$ cat src/logic/prim_order_pkg.sv
package prim_order_pkg;

    // how the index array describes the primitives
    //   MODE_TRIANGLES: triangle t uses indices 3t, 3t+1, 3t+2
    //   MODE_STRIP:     triangle t uses indices t, t+1, t+2
    typedef enum logic {
        MODE_TRIANGLES = 1'b0,
        MODE_STRIP     = 1'b1
    } storage_mode_t;

    // vertices held locally for the triangle in flight
    localparam int SLOTS_PER_TRI = 3;

    // local vertex slot, only 0 to 2 are used
    typedef logic [1:0] slot_idx_t;

    localparam int TRI_COUNT_W = 16;

    // triangle count of one run
    typedef logic [TRI_COUNT_W-1:0] tri_count_t;

endpackage

$ cat src/logic/mem_map_pkg.sv
package mem_map_pkg;

    // main memory data word, holds an index or a vertex attribute
    localparam int MEM_WORD_W = 32;

    // main memory word address
    localparam int MEM_ADDR_W = 32;

    // attribute offset inside a vertex, also the local slot address
    localparam int ATTR_IDX_W = 4;

    // number of attribute words one local slot can hold
    localparam int ATTR_DEPTH = 1 << ATTR_IDX_W;

    typedef logic [MEM_WORD_W-1:0] mem_word_t;

    typedef logic [MEM_ADDR_W-1:0] mem_addr_t;

    // vertex size is given as words per vertex minus one,
    // so a full 4-bit value means 16 words
    typedef logic [ATTR_IDX_W-1:0] attr_idx_t;

endpackage
$ cat src/logic/tri_balancer.sv
module tri_balancer #(
    parameter int NUM_T_PIPES      = 2,
    parameter int MEM_READ_LATENCY = 2
) (
    input  logic                                      clk,
    input  logic                                      resetn,
    input  logic                                      i_start,
    input  prim_order_pkg::storage_mode_t             i_mode,
    input  mem_map_pkg::mem_addr_t                    i_v_array_ptr,
    input  mem_map_pkg::mem_addr_t                    i_i_array_ptr,
    input  mem_map_pkg::attr_idx_t                    i_vertex_size,
    input  prim_order_pkg::tri_count_t                i_total_tris,
    input  mem_map_pkg::mem_word_t                    i_mem_rd_data,
    input  logic [NUM_T_PIPES-1:0]                    i_fifo_full,
    output logic                                      o_ready,
    output logic                                      o_done,
    output mem_map_pkg::mem_addr_t                    o_mem_rd_addr,
    output logic                                      o_mem_rd_en,
    output mem_map_pkg::mem_word_t [NUM_T_PIPES-1:0]  o_fifo_wr_data,
    output logic [NUM_T_PIPES-1:0]                    o_fifo_wr_en
);
    import mem_map_pkg::*;
    import prim_order_pkg::*;

    // fetch side into the slot store
    logic      slot_wr_en;
    slot_idx_t slot_wr_slot;
    attr_idx_t slot_wr_attr;
    mem_word_t slot_wr_data;

    // dispatch side out of the slot store
    slot_idx_t slot_rd_slot;
    attr_idx_t slot_rd_attr;
    mem_word_t slot_rd_data;

    // one triangle in flight between fetch and dispatch
    logic run_start;
    logic tri_loaded;
    logic tri_sent;

    vertex_fetch #(
        .MEM_READ_LATENCY (MEM_READ_LATENCY)
    ) u_vertex_fetch (
        .clk            (clk),
        .resetn         (resetn),
        .i_start        (i_start),
        .i_mode         (i_mode),
        .i_v_array_ptr  (i_v_array_ptr),
        .i_i_array_ptr  (i_i_array_ptr),
        .i_vertex_size  (i_vertex_size),
        .i_total_tris   (i_total_tris),
        .i_mem_rd_data  (i_mem_rd_data),
        .i_tri_sent     (tri_sent),
        .o_ready        (o_ready),
        .o_done         (o_done),
        .o_mem_rd_addr  (o_mem_rd_addr),
        .o_mem_rd_en    (o_mem_rd_en),
        .o_slot_wr_en   (slot_wr_en),
        .o_slot_wr_slot (slot_wr_slot),
        .o_slot_wr_attr (slot_wr_attr),
        .o_slot_wr_data (slot_wr_data),
        .o_run_start    (run_start),
        .o_tri_loaded   (tri_loaded)
    );

    vertex_slots u_vertex_slots (
        .clk       (clk),
        .resetn    (resetn),
        .i_wr_en   (slot_wr_en),
        .i_wr_slot (slot_wr_slot),
        .i_wr_attr (slot_wr_attr),
        .i_wr_data (slot_wr_data),
        .i_rd_slot (slot_rd_slot),
        .i_rd_attr (slot_rd_attr),
        .o_rd_data (slot_rd_data)
    );

    tri_dispatch #(
        .NUM_T_PIPES (NUM_T_PIPES)
    ) u_tri_dispatch (
        .clk            (clk),
        .resetn         (resetn),
        .i_mode         (i_mode),
        .i_vertex_size  (i_vertex_size),
        .i_run_start    (run_start),
        .i_tri_loaded   (tri_loaded),
        .i_rd_data      (slot_rd_data),
        .i_fifo_full    (i_fifo_full),
        .o_rd_slot      (slot_rd_slot),
        .o_rd_attr      (slot_rd_attr),
        .o_fifo_wr_data (o_fifo_wr_data),
        .o_fifo_wr_en   (o_fifo_wr_en),
        .o_tri_sent     (tri_sent)
    );

endmodule

$ cat src/logic/tri_dispatch.sv
module tri_dispatch #(
    parameter int NUM_T_PIPES = 2
) (
    input  logic                                      clk,
    input  logic                                      resetn,
    input  prim_order_pkg::storage_mode_t             i_mode,
    input  mem_map_pkg::attr_idx_t                    i_vertex_size,
    input  logic                                      i_run_start,
    input  logic                                      i_tri_loaded,
    input  mem_map_pkg::mem_word_t                    i_rd_data,
    input  logic [NUM_T_PIPES-1:0]                    i_fifo_full,
    output prim_order_pkg::slot_idx_t                 o_rd_slot,
    output mem_map_pkg::attr_idx_t                    o_rd_attr,
    output mem_map_pkg::mem_word_t [NUM_T_PIPES-1:0]  o_fifo_wr_data,
    output logic [NUM_T_PIPES-1:0]                    o_fifo_wr_en,
    output logic                                      o_tri_sent
);
    import mem_map_pkg::*;
    import prim_order_pkg::*;

    localparam int PIPE_W = (NUM_T_PIPES > 1) ? $clog2(NUM_T_PIPES) : 1;

    typedef enum logic [1:0] {
        ST_IDLE,
        ST_READ,
        ST_WRITE
    } state_t;

    state_t            state;
    logic [PIPE_W-1:0] pipe;
    logic              odd;
    slot_idx_t         base;
    logic [1:0]        vert_cnt;
    attr_idx_t         attr;
    logic              reverse;
    logic              pipe_full;

    // (a + b) mod 3 for slot numbers
    function automatic slot_idx_t slot_add(slot_idx_t a, logic [1:0] b);
        logic [2:0] sum;
        sum = {1'b0, a} + {1'b0, b};
        if (sum >= 3'(SLOTS_PER_TRI)) begin
            sum = sum - 3'(SLOTS_PER_TRI);
        end
        return slot_idx_t'(sum);
    endfunction

    // odd strip triangles go out in reversed order to keep the winding
    assign reverse   = (i_mode == MODE_STRIP) && odd;
    assign pipe_full = i_fifo_full[pipe];

    assign o_rd_slot = reverse ? slot_add(base, 2'd2 - vert_cnt) : slot_add(base, vert_cnt);
    assign o_rd_attr = attr;

    // every pipe sees the slot word, only the selected one is enabled
    always_comb begin
        o_fifo_wr_en = '0;
        for (int p = 0; p < NUM_T_PIPES; p++) begin
            o_fifo_wr_data[p] = i_rd_data;
        end
        if (state == ST_WRITE && !pipe_full) begin
            o_fifo_wr_en[pipe] = 1'b1;
        end
    end

    always_ff @(posedge clk or negedge resetn) begin
        if (!resetn) begin
            state      <= ST_IDLE;
            pipe       <= '0;
            odd        <= 1'b0;
            base       <= '0;
            vert_cnt   <= '0;
            attr       <= '0;
            o_tri_sent <= 1'b0;
        end else begin
            o_tri_sent <= 1'b0;
            case (state)
                ST_IDLE: begin
                    if (i_run_start) begin
                        pipe <= '0;
                        odd  <= 1'b0;
                        base <= '0;
                    end
                    if (i_tri_loaded) begin
                        vert_cnt <= '0;
                        attr     <= '0;
                        state    <= ST_READ;
                    end
                end
                ST_READ: begin
                    // the slot bank samples the address at this edge
                    if (!pipe_full) begin
                        state <= ST_WRITE;
                    end
                end
                ST_WRITE: begin
                    if (!pipe_full) begin
                        if (attr != i_vertex_size) begin
                            attr  <= attr + 1'b1;
                            state <= ST_READ;
                        end else if (vert_cnt != 2'(SLOTS_PER_TRI - 1)) begin
                            attr     <= '0;
                            vert_cnt <= vert_cnt + 1'b1;
                            state    <= ST_READ;
                        end else begin
                            attr       <= '0;
                            vert_cnt   <= '0;
                            o_tri_sent <= 1'b1;
                            state      <= ST_IDLE;
                            if (pipe == PIPE_W'(NUM_T_PIPES - 1)) begin
                                pipe <= '0;
                            end else begin
                                pipe <= pipe + 1'b1;
                            end
                            // strip base slot follows the oldest vertex kept
                            if (i_mode == MODE_STRIP) begin
                                odd  <= ~odd;
                                base <= slot_add(base, 2'd1);
                            end
                        end
                    end
                end
                default: begin
                    state <= ST_IDLE;
                end
            endcase
        end
    end

endmodule

$ cat src/logic/vertex_slots.sv
module vertex_slots (
    input  logic                      clk,
    input  logic                      resetn,
    input  logic                      i_wr_en,
    input  prim_order_pkg::slot_idx_t i_wr_slot,
    input  mem_map_pkg::attr_idx_t    i_wr_attr,
    input  mem_map_pkg::mem_word_t    i_wr_data,
    input  prim_order_pkg::slot_idx_t i_rd_slot,
    input  mem_map_pkg::attr_idx_t    i_rd_attr,
    output mem_map_pkg::mem_word_t    o_rd_data
);
    import mem_map_pkg::*;
    import prim_order_pkg::*;

    // one bank of attribute words per vertex of the triangle;
    // in strip mode two banks carry over into the next triangle
    mem_word_t slot_mem [SLOTS_PER_TRI][ATTR_DEPTH];

    always_ff @(posedge clk) begin
        if (i_wr_en) begin
            slot_mem[i_wr_slot][i_wr_attr] <= i_wr_data;
        end
    end

    // registered read, the word follows the address by one cycle
    always_ff @(posedge clk or negedge resetn) begin
        if (!resetn) begin
            o_rd_data <= '0;
        end else begin
            o_rd_data <= slot_mem[i_rd_slot][i_rd_attr];
        end
    end

endmodule

$ cat src/logic/vertex_fetch.sv
module vertex_fetch #(
    parameter int MEM_READ_LATENCY = 2
) (
    input  logic                          clk,
    input  logic                          resetn,
    input  logic                          i_start,
    input  prim_order_pkg::storage_mode_t i_mode,
    input  mem_map_pkg::mem_addr_t        i_v_array_ptr,
    input  mem_map_pkg::mem_addr_t        i_i_array_ptr,
    input  mem_map_pkg::attr_idx_t        i_vertex_size,
    input  prim_order_pkg::tri_count_t    i_total_tris,
    input  mem_map_pkg::mem_word_t        i_mem_rd_data,
    input  logic                          i_tri_sent,
    output logic                          o_ready,
    output logic                          o_done,
    output mem_map_pkg::mem_addr_t        o_mem_rd_addr,
    output logic                          o_mem_rd_en,
    output logic                          o_slot_wr_en,
    output prim_order_pkg::slot_idx_t     o_slot_wr_slot,
    output mem_map_pkg::attr_idx_t        o_slot_wr_attr,
    output mem_map_pkg::mem_word_t        o_slot_wr_data,
    output logic                          o_run_start,
    output logic                          o_tri_loaded
);
    import mem_map_pkg::*;
    import prim_order_pkg::*;

    localparam int WAIT_W = $clog2(MEM_READ_LATENCY + 1);

    typedef enum logic [2:0] {
        ST_IDLE,
        ST_CHECK,
        ST_IDX_WAIT,
        ST_IDX_USE,
        ST_ATTR_WAIT,
        ST_ATTR_USE,
        ST_LOADED,
        ST_SEND
    } state_t;

    state_t      state;
    logic [WAIT_W-1:0] wait_cnt;
    tri_count_t  tri_cnt;
    mem_addr_t   idx_pos;
    mem_addr_t   vtx_addr;
    attr_idx_t   attr;
    slot_idx_t   wr_slot;
    logic [1:0]  verts_left;
    mem_addr_t   vertex_words;
    mem_addr_t   vtx_base;

    assign vertex_words = mem_addr_t'(i_vertex_size) + mem_addr_t'(1);
    // first attribute word of the vertex whose index is on the read bus
    assign vtx_base = i_v_array_ptr + vertex_words * mem_addr_t'(i_mem_rd_data);

    always_ff @(posedge clk or negedge resetn) begin
        if (!resetn) begin
            state          <= ST_IDLE;
            wait_cnt       <= '0;
            tri_cnt        <= '0;
            idx_pos        <= '0;
            vtx_addr       <= '0;
            attr           <= '0;
            wr_slot        <= '0;
            verts_left     <= '0;
            o_ready        <= 1'b1;
            o_done         <= 1'b0;
            o_mem_rd_addr  <= '0;
            o_mem_rd_en    <= 1'b0;
            o_slot_wr_en   <= 1'b0;
            o_slot_wr_slot <= '0;
            o_slot_wr_attr <= '0;
            o_slot_wr_data <= '0;
            o_run_start    <= 1'b0;
            o_tri_loaded   <= 1'b0;
        end else begin
            // strobes last one cycle
            o_done       <= 1'b0;
            o_mem_rd_en  <= 1'b0;
            o_slot_wr_en <= 1'b0;
            o_run_start  <= 1'b0;
            o_tri_loaded <= 1'b0;

            case (state)
                ST_IDLE: begin
                    if (i_start) begin
                        o_ready     <= 1'b0;
                        o_run_start <= 1'b1;
                        tri_cnt     <= '0;
                        idx_pos     <= '0;
                        wr_slot     <= '0;
                        state       <= ST_CHECK;
                    end
                end
                ST_CHECK: begin
                    if (tri_cnt == i_total_tris) begin
                        o_done  <= 1'b1;
                        o_ready <= 1'b1;
                        state   <= ST_IDLE;
                    end else begin
                        // a strip needs only one new vertex after its first triangle
                        if (i_mode == MODE_STRIP && tri_cnt != '0) begin
                            verts_left <= 2'd0;
                        end else begin
                            verts_left <= 2'(SLOTS_PER_TRI - 1);
                        end
                        o_mem_rd_addr <= i_i_array_ptr + idx_pos;
                        o_mem_rd_en   <= 1'b1;
                        wait_cnt      <= '0;
                        state         <= ST_IDX_WAIT;
                    end
                end
                ST_IDX_WAIT, ST_ATTR_WAIT: begin
                    if (wait_cnt == WAIT_W'(MEM_READ_LATENCY)) begin
                        state <= (state == ST_IDX_WAIT) ? ST_IDX_USE : ST_ATTR_USE;
                    end else begin
                        wait_cnt <= wait_cnt + 1'b1;
                    end
                end
                ST_IDX_USE: begin
                    vtx_addr      <= vtx_base;
                    attr          <= '0;
                    o_mem_rd_addr <= vtx_base;
                    o_mem_rd_en   <= 1'b1;
                    wait_cnt      <= '0;
                    state         <= ST_ATTR_WAIT;
                end
                ST_ATTR_USE: begin
                    o_slot_wr_en   <= 1'b1;
                    o_slot_wr_slot <= wr_slot;
                    o_slot_wr_attr <= attr;
                    o_slot_wr_data <= i_mem_rd_data;
                    wait_cnt       <= '0;
                    if (attr != i_vertex_size) begin
                        attr          <= attr + 1'b1;
                        o_mem_rd_addr <= vtx_addr + mem_addr_t'(attr) + mem_addr_t'(1);
                        o_mem_rd_en   <= 1'b1;
                        state         <= ST_ATTR_WAIT;
                    end else begin
                        // index position k always lands in slot k mod 3
                        idx_pos <= idx_pos + 1'b1;
                        if (wr_slot == slot_idx_t'(SLOTS_PER_TRI - 1)) begin
                            wr_slot <= '0;
                        end else begin
                            wr_slot <= wr_slot + 1'b1;
                        end
                        if (verts_left != 2'd0) begin
                            verts_left    <= verts_left - 1'b1;
                            o_mem_rd_addr <= i_i_array_ptr + idx_pos + mem_addr_t'(1);
                            o_mem_rd_en   <= 1'b1;
                            state         <= ST_IDX_WAIT;
                        end else begin
                            state <= ST_LOADED;
                        end
                    end
                end
                ST_LOADED: begin
                    // last slot write lands at the end of this cycle
                    o_tri_loaded <= 1'b1;
                    state        <= ST_SEND;
                end
                ST_SEND: begin
                    if (i_tri_sent) begin
                        tri_cnt <= tri_cnt + 1'b1;
                        state   <= ST_CHECK;
                    end
                end
                default: begin
                    state <= ST_IDLE;
                end
            endcase
        end
    end

endmodule

$ cat config.mk
export PLATFORM = sky130hd
export DESIGN_NAME = tri_balancer
export DESIGN_NICKNAME = d
export VERILOG_FILES = /design/src/logic/prim_order_pkg.sv /design/src/logic/mem_map_pkg.sv /design/src/logic/tri_balancer.sv /design/src/logic/tri_dispatch.sv /design/src/logic/vertex_slots.sv /design/src/logic/vertex_fetch.sv
export SDC_FILE = /design/constraint.sdc
export NUM_CORES = 2
export LEC_CHECK = 0
export ABC_CLOCK_PERIOD_IN_PS = 8100
export BUFFER_PORTS_ARGS = -buffer_cell sky130_fd_sc_hd__clkbuf_2
export CAP_MARGIN = 20
export CORE_ASPECT_RATIO = 1.2
export CORE_MARGIN = 2
export CORE_UTILIZATION = 40
export CTS_BUF_LIST = sky130_fd_sc_hd__clkbuf_4
export CTS_CLUSTER_DIAMETER = 120
export DETAILED_ROUTE_END_ITERATION = 16
export SKIP_LAST_GASP = 1
export SYNTH_ARGS = -nofsm -noshare
export SYNTH_HDL_FRONTEND = slang
export SYNTH_SLANG_ARGS = --single-unit
$ cat constraint.sdc
create_clock -name clk -period 8.1 [get_ports clk]
set_input_delay 0.81 -clock clk [delete_from_list [all_inputs] [get_ports clk]]
set_output_delay 0.81 -clock clk [all_outputs]
set_load 0.01 [all_outputs]
==> run summary <==
max_slew headroom = 26.8%
number of synthesized flops with an enable pin = 1536
drt pass-1 iters = 6
Hold WC Path Type = input pin to asynchronous set/reset pin
postcts setup bufs = 0
I/O pin count = 223
cts bufs inserted = 446
CTS Root Cell = clkbuf_4
Cell variety after synth = 94
Setup crit end kind = flip-flop
Num Clock Sinks = 1750
nets@finish = 5881
clock share of power = 39.1%
Reg clk slew, reported paths = 0.07 ns
top achievable clock speed = 182 MHz
Clock Latency Late Sink = 1.37 ns
setup TNS = 0 ns
worst slew pin tran = 1.10 ns
NetSw = 0.00451 W
Die X = 405 um
final core utilization = 45.8%
IO Port Bufs = 222
LEAKAGE = 34.2 nW
most common library cells after synthesis = 1536 x edfxtp_1, 481 x nand2_1, 266 x mux2i_1
Min Clock Period, post-route = 5.51 ns
ranking of synthesized cells by area = edfxtp_1 60%, mux4_2 7.5%, dfrtp_1 6.9%, mux2i_1 3.4%, fa_1 3.0%
PnR Total Power = 0.0187 W
H-tree level count = 5
crit path launch type = flip-flop
fin. max-slew vios = 0
RSZ-0062 raised after global routing = false
gr ovfl total = 0
fraction of layout instances using a drive strength above 1 = 24.6%
Mapped Cells = 4999
register bit total from synthesis = 1750
Final ANT Viol Nets = 0
worst setup path class = flip-flop to flip-flop
Residual DRC = 0
critical path arrival = 6.64 ns
Peak VDD IR = 127 uV
post-synthesis async set-or-reset flop share = 12.2%
Final period util = 68.0%
Avg Cell Area, Syn = 15.5 um^2
WL final = 216 mm
initial antenna violation count = 5
global-route wire length before repair = 315 mm
core area = 192000 um^2
Routability Congestion = 0.913
synthesized area = 77300 um^2
pin count of the biggest net entering global routing = 138
internal power = 0.0142 W
final hold viol count = 0
power density cells = 213 nW/um^2
# Max-Cap Violations = 0
DIE AREA = 197000 um^2
clk_skew = 0.114 ns
Initial Utilization = 40.3%
syn_nets = 5323
vias = 46.8k
fill count = 17.0k
Required @ worst endpoint = 9.23 ns
Logic pwr share = 9.0%
vias per cell = 5.53
CTS max path bufs = 4
share of the synthesized area in the top cell type = 59.6%
top-count cell post-synth = edfxtp_1
worst-path fanout max = 28
first-iteration detailed-routing DRC count = 4046
area grow syn2layout = 13.7%
CTS tree = yes
cell accounting for the most synthesized area = edfxtp_1
Die Y-Extent = 486 um
Synth Flop Type = edfxtp_1
number of global-route vias before repair = 47.9k
run status = finished, final reports clean
Seq pwr share = 51.9%
Synth Warn # = 0
endpoints failing setup = 0
HPWL after DPL = 127 mm
# rows = 176
Tot GR Track Use = 21.9%
sw frac = 24.0%
wire length per cell = 25.5 um
post-synthesis sequential area ratio = 66.6%
## through the flow
stage	setup WS (ns)	hold slack [ns]	instance area [um^2]	std cells
2_1_floorplan	2.21	0.416	77300	4999
3_3_place_gp	1.45	0.439	82000	7653
3_5_place_dp	1.41	0.443	82000	7653
4_1_cts	2.53	0.00504	87900	8456
5_1_grt	2.20	0.0445	87900	8461
6_report	2.59	0.0947	87900	8466
## what timing repair did
action                     4_1_cts  5_1_grt
hold buffers                    37        0
resized for setup                0        0
hold endpoints to repair       117        0
setup endpoints to repair        0        0
## layout make-up
class,count,area [um^2],area share (%)
diodes,10,25.0,0.0285
clock buffers,654,4910,5.59
clock inverters,112,588,0.669
inverters,123,462,0.525
multi-input cells,2849,24600,28.0
flip-flops and latches,1750,51500,58.6
well taps,2581,3230,3.67
repair buffers,387,2540,2.89
## cells in the final DEF (no fill, tap or decap), drive strengths merged, types with 10 or more instances in the layout
cell type	Yosys	routed
and2	101	101
a31oi	14	14
o21ai	245	245
nor2	197	197
a221oi	13	13
nor3	31	31
mux4	257	257
or3	22	22
nor2b	37	37
a211oi	12	12
and4	10	10
nor3b	11	11
ha	85	85
nand2b	27	27
nand4	23	23
and3	29	29
o22ai	70	70
nand3	69	69
nor4	11	11
dlygate4sd3	0	37
clkinv	0	104
dfrtp	213	213
a21oi	224	224
buf	94	129
o211ai	43	43
mux2	69	69
o221ai	75	75
a21o	28	28
xor2	97	97
edfxtp	1536	1536
nand2	482	482
o21a	17	17
fa	117	117
inv	123	125
xnor2	66	66
clkbuf	183	875
mux2i	266	266
diode	0	10
## kinds of logic after synthesis
family / share of synthesized area [%]
flip-flops: 66.6
AO/OA/AOI/OAI: 6.61
adder cells (fa/ha/maj): 4.40
buffers and inverters: 2.12
multiplexers: 11.9
XOR/XNOR: 1.85
AND/OR/NAND/NOR: 6.52
## power groups by stage
stage                     Combinational [W]  Sequential, W  Clock [W]
after floorplan                     0.00118        0.00990          0
after global placement              0.00167        0.00991          0
after detailed placement            0.00167        0.00991          0
after CTS                           0.00170        0.00972    0.00751
after global routing                0.00188        0.00971    0.00799
final                               0.00169        0.00972    0.00733
## state kept, by name (all words and copies together), names as in the netlist, 3 cells and up
| signal | cells |
|---|---|
| u_vertex_fetch.o_mem_rd_addr | 32 |
| u_tri_dispatch.o_rd_attr | 4 |
| u_vertex_fetch.tri_cnt | 16 |
| u_vertex_fetch.o_slot_wr_data | 32 |
| u_vertex_fetch.state | 3 |
| u_vertex_fetch.attr | 4 |
| u_vertex_slots.o_rd_data | 32 |
| u_vertex_fetch.vtx_addr | 32 |
| u_vertex_fetch.idx_pos | 32 |
| u_vertex_slots.slot_mem | 1536 |
| u_vertex_fetch.o_slot_wr_attr | 4 |
## worst paths after layout
| path | from | to | slack [ns] | cells after the start |
|---|---|---|---|---|
| min in group clk | i_fifo_full[1] | u_tri_dispatch.state[0] | 0.15 | 4 |
| worst min-delay path | resetn | u_vertex_fetch.o_mem_rd_addr[13] | 0.09 | 2 |
| max in group asynchronous | resetn | u_vertex_slots.o_rd_data[26] | 6.63 | 3 |
| worst min register to register | u_vertex_fetch.o_run_start | u_tri_dispatch.base[0] | 0.43 | 1 |
| worst max-delay path | u_tri_dispatch.vert_cnt[1] | u_vertex_slots.o_rd_data[27] | 2.59 | 14 |
| worst max register to register | u_tri_dispatch.vert_cnt[1] | u_vertex_slots.o_rd_data[27] | 2.59 | 14 |
## per-layer routing
layer	wire [um]	part of all wire, %	vias up	GRT usage, %
li1	-	-	20600	-
met1	87100	40	23900	28.5
met2	107000	49	1890	36.5
met3	15100	7.0	390	4.40
met4	6850	3.2	4	7.89
met5	29	0.013	-	0
## critical path, stage by stage, from the launching register on
cell,delay [ns]
dfrtp_1,0.40
inv_1,0.14
ha_1,0.24
inv_1,0.08
fa_1,0.44
ha_1,0.24
or3_1,0.38
mux4_4,0.93
nand2b_4,0.50
buf_4,0.34
o221ai_1,0.25
o22ai_1,0.14
a21oi_1,0.32
o21ai_0,0.11
o21ai_0,0.75
No activity file was read; power rests on OpenSTA's default activity.
